**config.mk**
```make
export PLATFORM = sky130hd
export DESIGN_NAME = miss_queue
export DESIGN_NICKNAME = d
export VERILOG_FILES = /design/src/logic/dcache_pkg.sv /design/src/logic/miss_queue.sv
export SDC_FILE = /design/constraint.sdc
export NUM_CORES = 1
export LEC_CHECK = 0
export ABC_AREA = 0
export BUFFER_PORTS_ARGS = -buffer_cell sky130_fd_sc_hd__clkbuf_2
export CORE_MARGIN = 4
export CORE_UTILIZATION = 40
export CTS_CLUSTER_DIAMETER = 200
export DETAILED_ROUTE_END_ITERATION = 7
export PLACE_DENSITY = 0.63
export SLEW_MARGIN = 30
export SYNTH_ARGS = -nofsm -noshare
export SYNTH_HDL_FRONTEND = slang
export SYNTH_SLANG_ARGS = --single-unit
```
**constraint.sdc**
```tcl
create_clock -name clock -period 13.86 [get_ports clock]
set_input_delay 2.079 -clock clock [delete_from_list [all_inputs] [get_ports clock]]
set_output_delay 2.079 -clock clock [all_outputs]
set_load 0.1 [all_outputs]
```
**src/logic/dcache_pkg.sv**
```systemverilog
`default_nettype none

package dcache_pkg;

  //////////////////////////////////////////////////////////////////////
  // widths
  //////////////////////////////////////////////////////////////////////

  // byte address and data word of the 64-bit core
  typedef logic [63:0] addr_t;
  typedef logic [63:0] word_t;

  // memory transaction tag, zero means no tag or refused
  typedef logic [3:0] mem_tag_t;

  // byte offset inside one word
  localparam int WORD_OFFSET_BITS = 3;

  // highest address bit that takes part in index and tag
  localparam int LINE_ADDR_HIGH = 31;

  //////////////////////////////////////////////////////////////////////
  // memory bus
  //////////////////////////////////////////////////////////////////////

  // store is part of the bus encoding but never issued by the cache
  typedef enum logic [1:0] {
    BUS_NONE  = 2'h0,
    BUS_LOAD  = 2'h1,
    BUS_STORE = 2'h2
  } bus_command_t;

  //////////////////////////////////////////////////////////////////////
  // structs
  //////////////////////////////////////////////////////////////////////

  // fill write from the miss queue into the array
  typedef struct packed {
    logic  valid;
    addr_t address;
    word_t data;
  } cache_fill_t;

  // one outstanding load in the miss queue
  typedef struct packed {
    logic     valid;
    addr_t    address;
    mem_tag_t mem_tag;
    logic     done;
    // cleared when a store overtakes the load
    logic     fill;
  } mem_req_t;

endpackage

`default_nettype wire
```
**src/logic/miss_queue.sv**
```systemverilog
`timescale 1ns/100ps
`default_nettype none

module miss_queue
  import dcache_pkg::*;
#(
  parameter int MEM_BUFFER_SIZE = 4
) (
  input  wire logic      clock,
  input  wire logic      reset,

  // read miss from the array
  input  wire logic      rd_miss,
  input  wire addr_t     rd_addr,

  // processor stores, to spot stale loads
  input  wire logic      wr_en,
  input  wire addr_t     wr_addr,

  // main memory answers
  input  wire mem_tag_t  mem_response,
  input  wire mem_tag_t  mem_tag,
  input  wire word_t     mem_data,

  output cache_fill_t    fill,

  output addr_t          rd_miss_addr,
  output word_t          rd_miss_data,
  output logic           rd_miss_valid,

  output bus_command_t   mem_command,
  output addr_t          mem_addr
);

  localparam int PTR_BITS = $clog2(MEM_BUFFER_SIZE);

  typedef logic [PTR_BITS-1:0] slot_t;
  typedef logic [PTR_BITS:0]   count_t;

  localparam count_t QUEUE_DEPTH = count_t'(MEM_BUFFER_SIZE);

  //////////////////////////////////////////////////////////////////////
  // state
  //////////////////////////////////////////////////////////////////////

  // oldest entry at slot 0, entries shift down on pop
  mem_req_t [MEM_BUFFER_SIZE-1:0] queue;
  mem_req_t [MEM_BUFFER_SIZE-1:0] queue_next;

  // tail counts entries, send_ptr the sent ones, wait_ptr the answered ones
  count_t tail;
  count_t tail_next;
  count_t send_ptr;
  count_t send_ptr_next;
  count_t wait_ptr;
  count_t wait_ptr_next;

  logic send_request;
  logic send_request_next;

  // memory answer held for one cycle
  logic  fill_valid;
  addr_t fill_addr;
  word_t fill_data;

  addr_t                rd_line_addr;
  addr_t                wr_line_addr;
  logic [MEM_BUFFER_SIZE-1:0] rd_match;
  logic [MEM_BUFFER_SIZE-1:0] wr_match;
  slot_t                send_slot;
  slot_t                wait_slot;
  logic                 accepted;
  logic                 mem_done;
  logic                 done_fill;

  // clear the byte offset
  function automatic addr_t word_align(input addr_t addr);
    return {addr[$bits(addr_t)-1:WORD_OFFSET_BITS], {WORD_OFFSET_BITS{1'b0}}};
  endfunction

  assign rd_line_addr = word_align(rd_addr);
  assign wr_line_addr = word_align(wr_addr);

  //////////////////////////////////////////////////////////////////////
  // address search
  //////////////////////////////////////////////////////////////////////

  always_comb begin
    for (int i = 0; i < MEM_BUFFER_SIZE; i++) begin
      rd_match[i] = queue[i].valid && (queue[i].address == rd_line_addr);
      wr_match[i] = wr_en && queue[i].valid && (queue[i].address == wr_line_addr);
    end
  end

  //////////////////////////////////////////////////////////////////////
  // memory bus
  //////////////////////////////////////////////////////////////////////

  assign send_slot = send_ptr[PTR_BITS-1:0];
  assign wait_slot = wait_ptr[PTR_BITS-1:0];

  assign mem_command = send_request ? BUS_LOAD : BUS_NONE;
  assign mem_addr    = send_request ? queue[send_slot].address : '0;

  // nonzero response means the load took this tag
  assign accepted = send_request && (mem_response != '0);

  // answers come back in order, so only the oldest sent entry can match
  assign mem_done = (wait_ptr < send_ptr) && (mem_tag != '0) &&
                    (queue[wait_slot].mem_tag == mem_tag);

  // a store in the same cycle also makes the answer stale
  assign done_fill = queue[wait_slot].fill && !wr_match[wait_slot];

  //////////////////////////////////////////////////////////////////////
  // next state
  //////////////////////////////////////////////////////////////////////

  always_comb begin
    queue_next    = queue;
    tail_next     = tail;
    send_ptr_next = send_ptr;
    wait_ptr_next = wait_ptr;

    // stale loads still complete but no longer fill
    for (int i = 0; i < MEM_BUFFER_SIZE; i++) begin
      if (wr_match[i]) begin
        queue_next[i].fill = 1'b0;
      end
    end

    if (mem_done) begin
      queue_next[wait_slot].done = 1'b1;
      wait_ptr_next = wait_ptr_next + 1'b1;
    end

    // refused loads keep send_ptr and go out again
    if (accepted) begin
      queue_next[send_slot].mem_tag = mem_response;
      send_ptr_next = send_ptr_next + 1'b1;
    end

    // pop the head one cycle after it completed
    if (queue[0].done) begin
      for (int i = 0; i < MEM_BUFFER_SIZE - 1; i++) begin
        queue_next[i] = queue_next[i + 1];
      end
      queue_next[MEM_BUFFER_SIZE - 1] = '0;
      tail_next = tail_next - 1'b1;
      if (send_ptr_next != '0) begin
        send_ptr_next = send_ptr_next - 1'b1;
      end
      if (wait_ptr_next != '0) begin
        wait_ptr_next = wait_ptr_next - 1'b1;
      end
    end

    // new miss, dropped when the queue is full
    if (rd_miss && !(|rd_match) && (tail_next < QUEUE_DEPTH)) begin
      queue_next[tail_next[PTR_BITS-1:0]] = '{
        valid:   1'b1,
        address: rd_line_addr,
        mem_tag: '0,
        done:    1'b0,
        fill:    1'b1
      };
      tail_next = tail_next + 1'b1;
    end

    send_request_next = (send_ptr_next < tail_next);
  end

  //////////////////////////////////////////////////////////////////////
  // registers
  //////////////////////////////////////////////////////////////////////

  always_ff @(posedge clock) begin
    if (reset) begin
      queue        <= '0;
      tail         <= '0;
      send_ptr     <= '0;
      wait_ptr     <= '0;
      send_request <= 1'b0;
      fill_valid   <= 1'b0;
    end else begin
      queue        <= queue_next;
      tail         <= tail_next;
      send_ptr     <= send_ptr_next;
      wait_ptr     <= wait_ptr_next;
      send_request <= send_request_next;
      fill_valid   <= mem_done && done_fill;
    end
  end

  // capture of the matched answer
  always_ff @(posedge clock) begin
    if (mem_done) begin
      fill_addr <= queue[wait_slot].address;
      fill_data <= mem_data;
    end
  end

  //////////////////////////////////////////////////////////////////////
  // outputs
  //////////////////////////////////////////////////////////////////////

  // the fill and the miss pulse are the same event
  assign fill = '{valid: fill_valid, address: fill_addr, data: fill_data};

  assign rd_miss_valid = fill_valid;
  assign rd_miss_addr  = fill_addr;
  assign rd_miss_data  = fill_data;

endmodule

`default_nettype wire

```
=== Yosys cells after proc, flatten, opt, wreduce, memory -nomap -nowiden ===
Index checks and enable logic that the tools add are counted.

* Add/sub/neg operators: 6
* Mux-type cells: 33
* $lt $le $gt $ge: 9
* Reduce and logical (&&, ||, !) cells: 29
* Equal/unequal tests: 9

{| class="wikitable"
|+ Operator list
! cell !! number
|-
| $mux 284 || 4
|-
| $bwmux 284 || 3
|-
| $eq 64x64->1 || 8
|-
| $demux 71 s2 || 3
|-
| $bmux 71 s2 || 2
|-
| $mux 70 || 2
|-
| $mux 71 || 1
|-
| $mux 64 || 1
|-
| $mux 3 || 8
|-
| $logic_and 1x1->1 || 22
|-
| $add 3x1->3 const B || 3
|-
| $lt 2x3->1 const B || 3
|-
| $sub 3x1->3 const B || 3
|-
| $reduce_bool 4->1 || 2
|-
| $ge 2x1->1 const B || 3
|-
| $lt 3x3->1 || 2
|-
| $mux 1 || 6
|-
| $mux 6 || 1
|-
| $reduce_bool 3->1 || 2
|-
| $eq 4x4->1 || 1
|-
| $reduce_or 4->1 || 1
|-
| $lt 3x3->1 const B || 1
|-
| $bmux 1 s2 || 1
|-
| $logic_not 1->1 || 2
|-
| $mux 2 || 1
|}

* Logic and storage cells: 113
* Output and inout bits: 324
* Register bits: 423
* Input bits: 204

=== Longest topological paths before layout ===
* Word-level depth: 11
* Depth in mapped cells: 14

=== Worst setup path after synthesis ===
No wires, ideal clock.

* Path type: input port to flip-flop
* Start: in mem_tag[1]
* End: reg wait_ptr[1]
* Slack: 4.054 ns
* Required time: 13.795 ns
* Setup time: 0.065 ns
* Stages: 10
* Arrival: 9.741 ns
* Path through: or3_1 > a21oi_1 > nand3_1 > a211oi_2 > xnor2_1 > ha_1 > ha_1 > nand2b_1 > mux2_2 > nor2_1

* Word-level cells in the longest chain between the ends: 7
* Elaborated cells between the ends (all ways): 9

{| class="wikitable"
|+ Ends and longest elaborated chain
! element !! line !! RTL
|-
| start, declared || miss_queue.sv:22 || <nowiki>input wire mem_tag_t mem_tag,</nowiki>
|-
| $reduce_bool 4->1 || miss_queue.sv:109 || <nowiki>assign mem_done = (wait_ptr < send_ptr) && (mem_tag != '0) &&</nowiki>
|-
| $logic_and 1x1->1 || miss_queue.sv:109 ||
|-
| $logic_and 1x1->1 (*) || miss_queue.sv:109 ||
|-
| net mem_done || miss_queue.sv:73 || <nowiki>logic mem_done;</nowiki>
|-
| $mux 3 (*) || miss_queue.sv:132 || <nowiki>if (mem_done) begin</nowiki>
|-
| $sub 3x1->3 or $reduce_bool 3->1 (tied branches) || miss_queue.sv:154, miss_queue.sv:153 ||
|-
| $mux 3 || miss_queue.sv:153 || <nowiki>if (wait_ptr_next != '0) begin</nowiki>
|-
| $mux 3 (*) || miss_queue.sv:144 || <nowiki>if (queue[0].done) begin</nowiki>
|-
| end signal, assigned || miss_queue.sv:189 || <nowiki>wait_ptr <= wait_ptr_next;</nowiki>
|-
| end, declared || miss_queue.sv:55 || <nowiki>count_t wait_ptr;</nowiki>
|}

Mark *: on every way through the listed nets, which the timed path passes. The rest lies on a longest branch.
A chain may end at the register's enable or synchronous reset.

=== Final worst setup path ===
* Start: in rd_addr[8]
* End: reg queue[175] (netlist bit)

* Word-level cells in the longest chain between the ends: 7
* Elaborated cells between the ends (all ways): 13

{| class="wikitable"
|+ Ends and longest elaborated chain
! element !! line !! RTL
|-
| start, declared || miss_queue.sv:14 || <nowiki>input wire addr_t rd_addr,</nowiki>
|-
| $eq 64x64->1 || miss_queue.sv:90 || <nowiki>rd_match[i] = queue[i].valid && (queue[i].address == rd_line_addr);</nowiki>
|-
| $logic_and 1x1->1 || miss_queue.sv:90 ||
|-
| $reduce_or 4->1 (*) || miss_queue.sv:159 || <nowiki>if (rd_miss && !(|rd_match) && (tail_next < QUEUE_DEPTH)) begin</nowiki>
|-
| $logic_not 1->1 (*) || miss_queue.sv:159 ||
|-
| $logic_and 1x1->1 (*) (2 in a row) || miss_queue.sv:159 ||
|-
| $mux 284 (*) || miss_queue.sv:159 ||
|-
| end signal, assigned || miss_queue.sv:186 || <nowiki>queue <= queue_next;</nowiki>
|-
| end, declared || miss_queue.sv:47 || <nowiki>mem_req_t [MEM_BUFFER_SIZE-1:0] queue;</nowiki>
|}

Every way passes the cells marked *; elsewhere a longest branch is shown, timed or not.

==> impl_metrics.csv <==
group,metric,value,unit
global_route,overflow,0,
worst_hold_path,whs_path_depth,2,
drt,viasPerCell,6.20,
drt,drtAntennaViolNets,0,
drt,drt-initial-drc-count,2255,
power_and_ir_drop,power_frac_clock,31.4,%
worst_setup_path,worstRegToRegCells,12,
global_route,grt_max_degree,76,
die,die_h,266,microns
drt,drc,0,
synth,yosysWarnings,0,
cts,cts_hold_buffers,0,
synth,ys.flop_type,"dfxtp_1",
worst_setup_path,cp-start-kind,"primary input",
cells_and_area,layout-drive-gt1-share,27.3,%
timing,slew_headroom,28.1,%
power_and_ir_drop,internal_power,2.57,mW
worst_setup_path,slowest_delay,0.71,ns
timing,hold_viol,0,
cts,cts_sinks,423,
power_and_ir_drop,p_leak,10.9,nW
timing,rsz0062_at_grt,"false",
synth,ys_seq_area_share,36.6,%
worst_setup_path,cp_max_fo,68,
place,port-buffer-count,520,
cts,cts_tree,"built",
power_and_ir_drop,netSwitchingPower,1.67,mW
synth,postSynthAreaPerCell,10.4,sq um
cells_and_area,nets,3031,
drt,finalWirelength,135000,microns
timing,fin_crit_sh,43.6,%
worst_setup_path,cp-end-kind,"flip-flop",
die,initial_utilization,40.4,%
timing,drv_slew,0,
power_and_ir_drop,ir_drop,0.116,mV
worst_setup_path,crit_buf_inv,3,
synth,synth_cells,2557,
worst_setup_path,crit_family,"simple AND/OR/NAND/NOR gates",
cts,h-tree-depth,2,
global_route,grt_pass1_vias,22428,
worst_setup_path,cp.depth,11,
worst_hold_path,min_path_type,"flip-flop to flip-flop",
drt,dr.pass1.iters,5,
die,core-area,65900,sq um
synth,ys_ff_latch,423,
die,die_w,266,microns
drt,wl_per_cell,36.4,microns
cts,cts_buffer_depth,3,
power_and_ir_drop,power_frac_comb,31.7,%
synth,ys_types,54,
timing,max_freq,166,MHz
worst_setup_path,crit_type,"primary input to flip-flop",
cells_and_area,multi_input_comb_area,14800,sq um
cts,clk_pin_slew_worst_paths,0.06,ns
synth,synthArstFlopShare,0,%
power_and_ir_drop,swShare,39.4,%
cts,post_cts_buffers,0,
cts,cts_made_buffers,46,
power_and_ir_drop,sequentialPowerShare,37.0,%
timing,final.setup.tns,0,ns
cts,insertion_delay,0.61,ns
place,hpwl,107000,microns
worst_setup_path,cp_cell_sequence,"clkbuf_2 > xnor2_1 > nand4_1 > nor4_1 > nand4_1 > o221a_2 > nand3_4 > buf_4 > buf_4 > nor2_1 > a211oi_1",
synth,synth_nets,2783,
global_route,grt_usage,36.9,%
worst_setup_path,cp_slowest_cell,"nor4_1",
power_and_ir_drop,finalPower,4.24,mW
timing,fin_skew,0.0224,ns
cts,cts.repair.resized,0,
outcome,status,"finished clean",
cells_and_area,regArea,9770,sq um
timing,setup_viol,0,
global_route,grt_first_pass_wirelength,184000,microns
drt,via_count,23007,
die,ios,528,
place,gp_congestion,1.09,
timing,period_minus_slack,6.04,ns
cells_and_area,area_growth,14.5,%
cts,clockRootBuffer,"clkbuf_16",
run,cap_violations,0,
cells_and_area,fillers,6229,
worst_setup_path,cp.arrival,6.54,ns
worst_setup_path,required,14.36,ns
global_route,grt_antenna_before_repair,17,
synth,synth_area,26600,sq um
synth,synth-edff-count,128,
timing,worst_slew_pin_slew,1.07,ns
die,die_area,70700,sq um
power_and_ir_drop,p_per_area,139,nW/um^2
die,rows,94,
power groups by stage:
stage                     Sequential, mW  Combinational [mW]  Clock [mW]
after floorplan                     1.55               0.893           0
after CTS                           1.56                1.34        1.35
final                               1.57                1.34        1.33
after detailed placement            1.59                1.33           0
after global routing                1.57                1.39        1.40
after global placement              1.60                1.30           0
state kept, by name, indices dropped and copies added (netlist names):
register       cells
rd_miss_addr      64
queue            284
send_request       1
send_ptr           3
rd_miss_valid      1
rd_miss_data      64
tail               3
wait_ptr           3
worst reg2reg max path: cells and delay by family, from the launching register on:
kind	cells	cell delay [ns]
and+or+nand+nor	3	0.38
DFF	1	0.90
AOI/OAI and AO/OA	1	0.26
buffers and inverters	2	1.30
adders and majority gates	2	0.35
muxes	3	1.31
xor gates and xnor gates	1	0.15
cells in the final DEF (no fill, tap or decap), drive strengths merged, types with 90 or more instances in the layout:
| cell | Yosys | layout |
|---|---|---|
| a211oi | 209 | 209 |
| clkbuf | 181 | 586 |
| dfxtp | 295 | 295 |
| edfxtp | 128 | 128 |
| inv | 90 | 90 |
| mux2i | 207 | 207 |
| mux4 | 133 | 133 |
| nor2 | 208 | 208 |
| xnor2 | 278 | 278 |
| xor2 | 110 | 110 |
synthesized netlist by cell type (71+ instances only):
cell type	count	area share (%)
xnor2_1	278	9.2
a211oi_1	207	5.8
buf_4	132	3.7
edfxtp_1	128	14
inv_1	90	1.3
nand4_1	75	1.8
and2_1	71	1.7
xor2_1	110	3.6
mux2i_1	207	7.8
nor2_1	208	2.9
clkbuf_1	181	2.6
mux4_2	133	11
dfxtp_1	295	22
final timing paths:
check,startpoint,endpoint,slack (ns)
worst min register to register,queue[283],queue[283],0.48
worst min-delay path,queue[283],queue[283],0.48
worst max register to register,wait_ptr[0],wait_ptr[1],9.12
worst max-delay path,rd_addr[8],queue[175],7.82
per-layer routing:
layer | global-route usage, % | wire length, microns | up-vias | part of all wire (%)
li1 | - | - | 9738 | -
met1 | 49.7 | 55400 | 11755 | 41
met2 | 59.9 | 62800 | 1304 | 47
met3 | 6.38 | 10800 | 198 | 8.0
met4 | 13.3 | 5810 | 12 | 4.3
met5 | 0 | 80 | - | 0.059
per-stage QoR:
stage               setup slack [ns]  util [%]  hold slack, ns  cells  instance area (sq um)
CTS                             7.92      46.2           0.479   3707                  30400
detailed placement              7.28      43.8           0.467   3621                  28800
finish                          7.82      46.3           0.478   3710                  30500
floorplan                       4.05         -           0.442   2557                  26600
global route                    7.75      46.3           0.514   3708                  30500
global placement                7.20      43.7           0.450   3619                  28800
layout make-up:
| cell class | count | share of cell area [%] |
|---|---|---|
| Timing Repair Buffer | 551 | 9.39 |
| Inverter | 91 | 1.12 |
| Sequential cell | 423 | 32.0 |
| Clock buffer | 67 | 4.27 |
| Multi-Input combinational cell | 1692 | 48.5 |
| Tap cell | 864 | 3.55 |
| Antenna cell | 3 | 0.0246 |
| Clock inverter | 19 | 1.05 |
cells by family after synthesis:
| kind of cell | synth area share [%] |
|---|---|
| AOI/OAI and AO/OA | 11.6 |
| other | 0.0141 |
| xor gates and xnor gates | 12.8 |
| buffers and inverters | 8.15 |
| and+or+nand+nor | 10.6 |
| muxes | 19.2 |
| DFF | 36.6 |
| adders and majority gates | 1.03 |
Power figures use the tool's default switching activity.
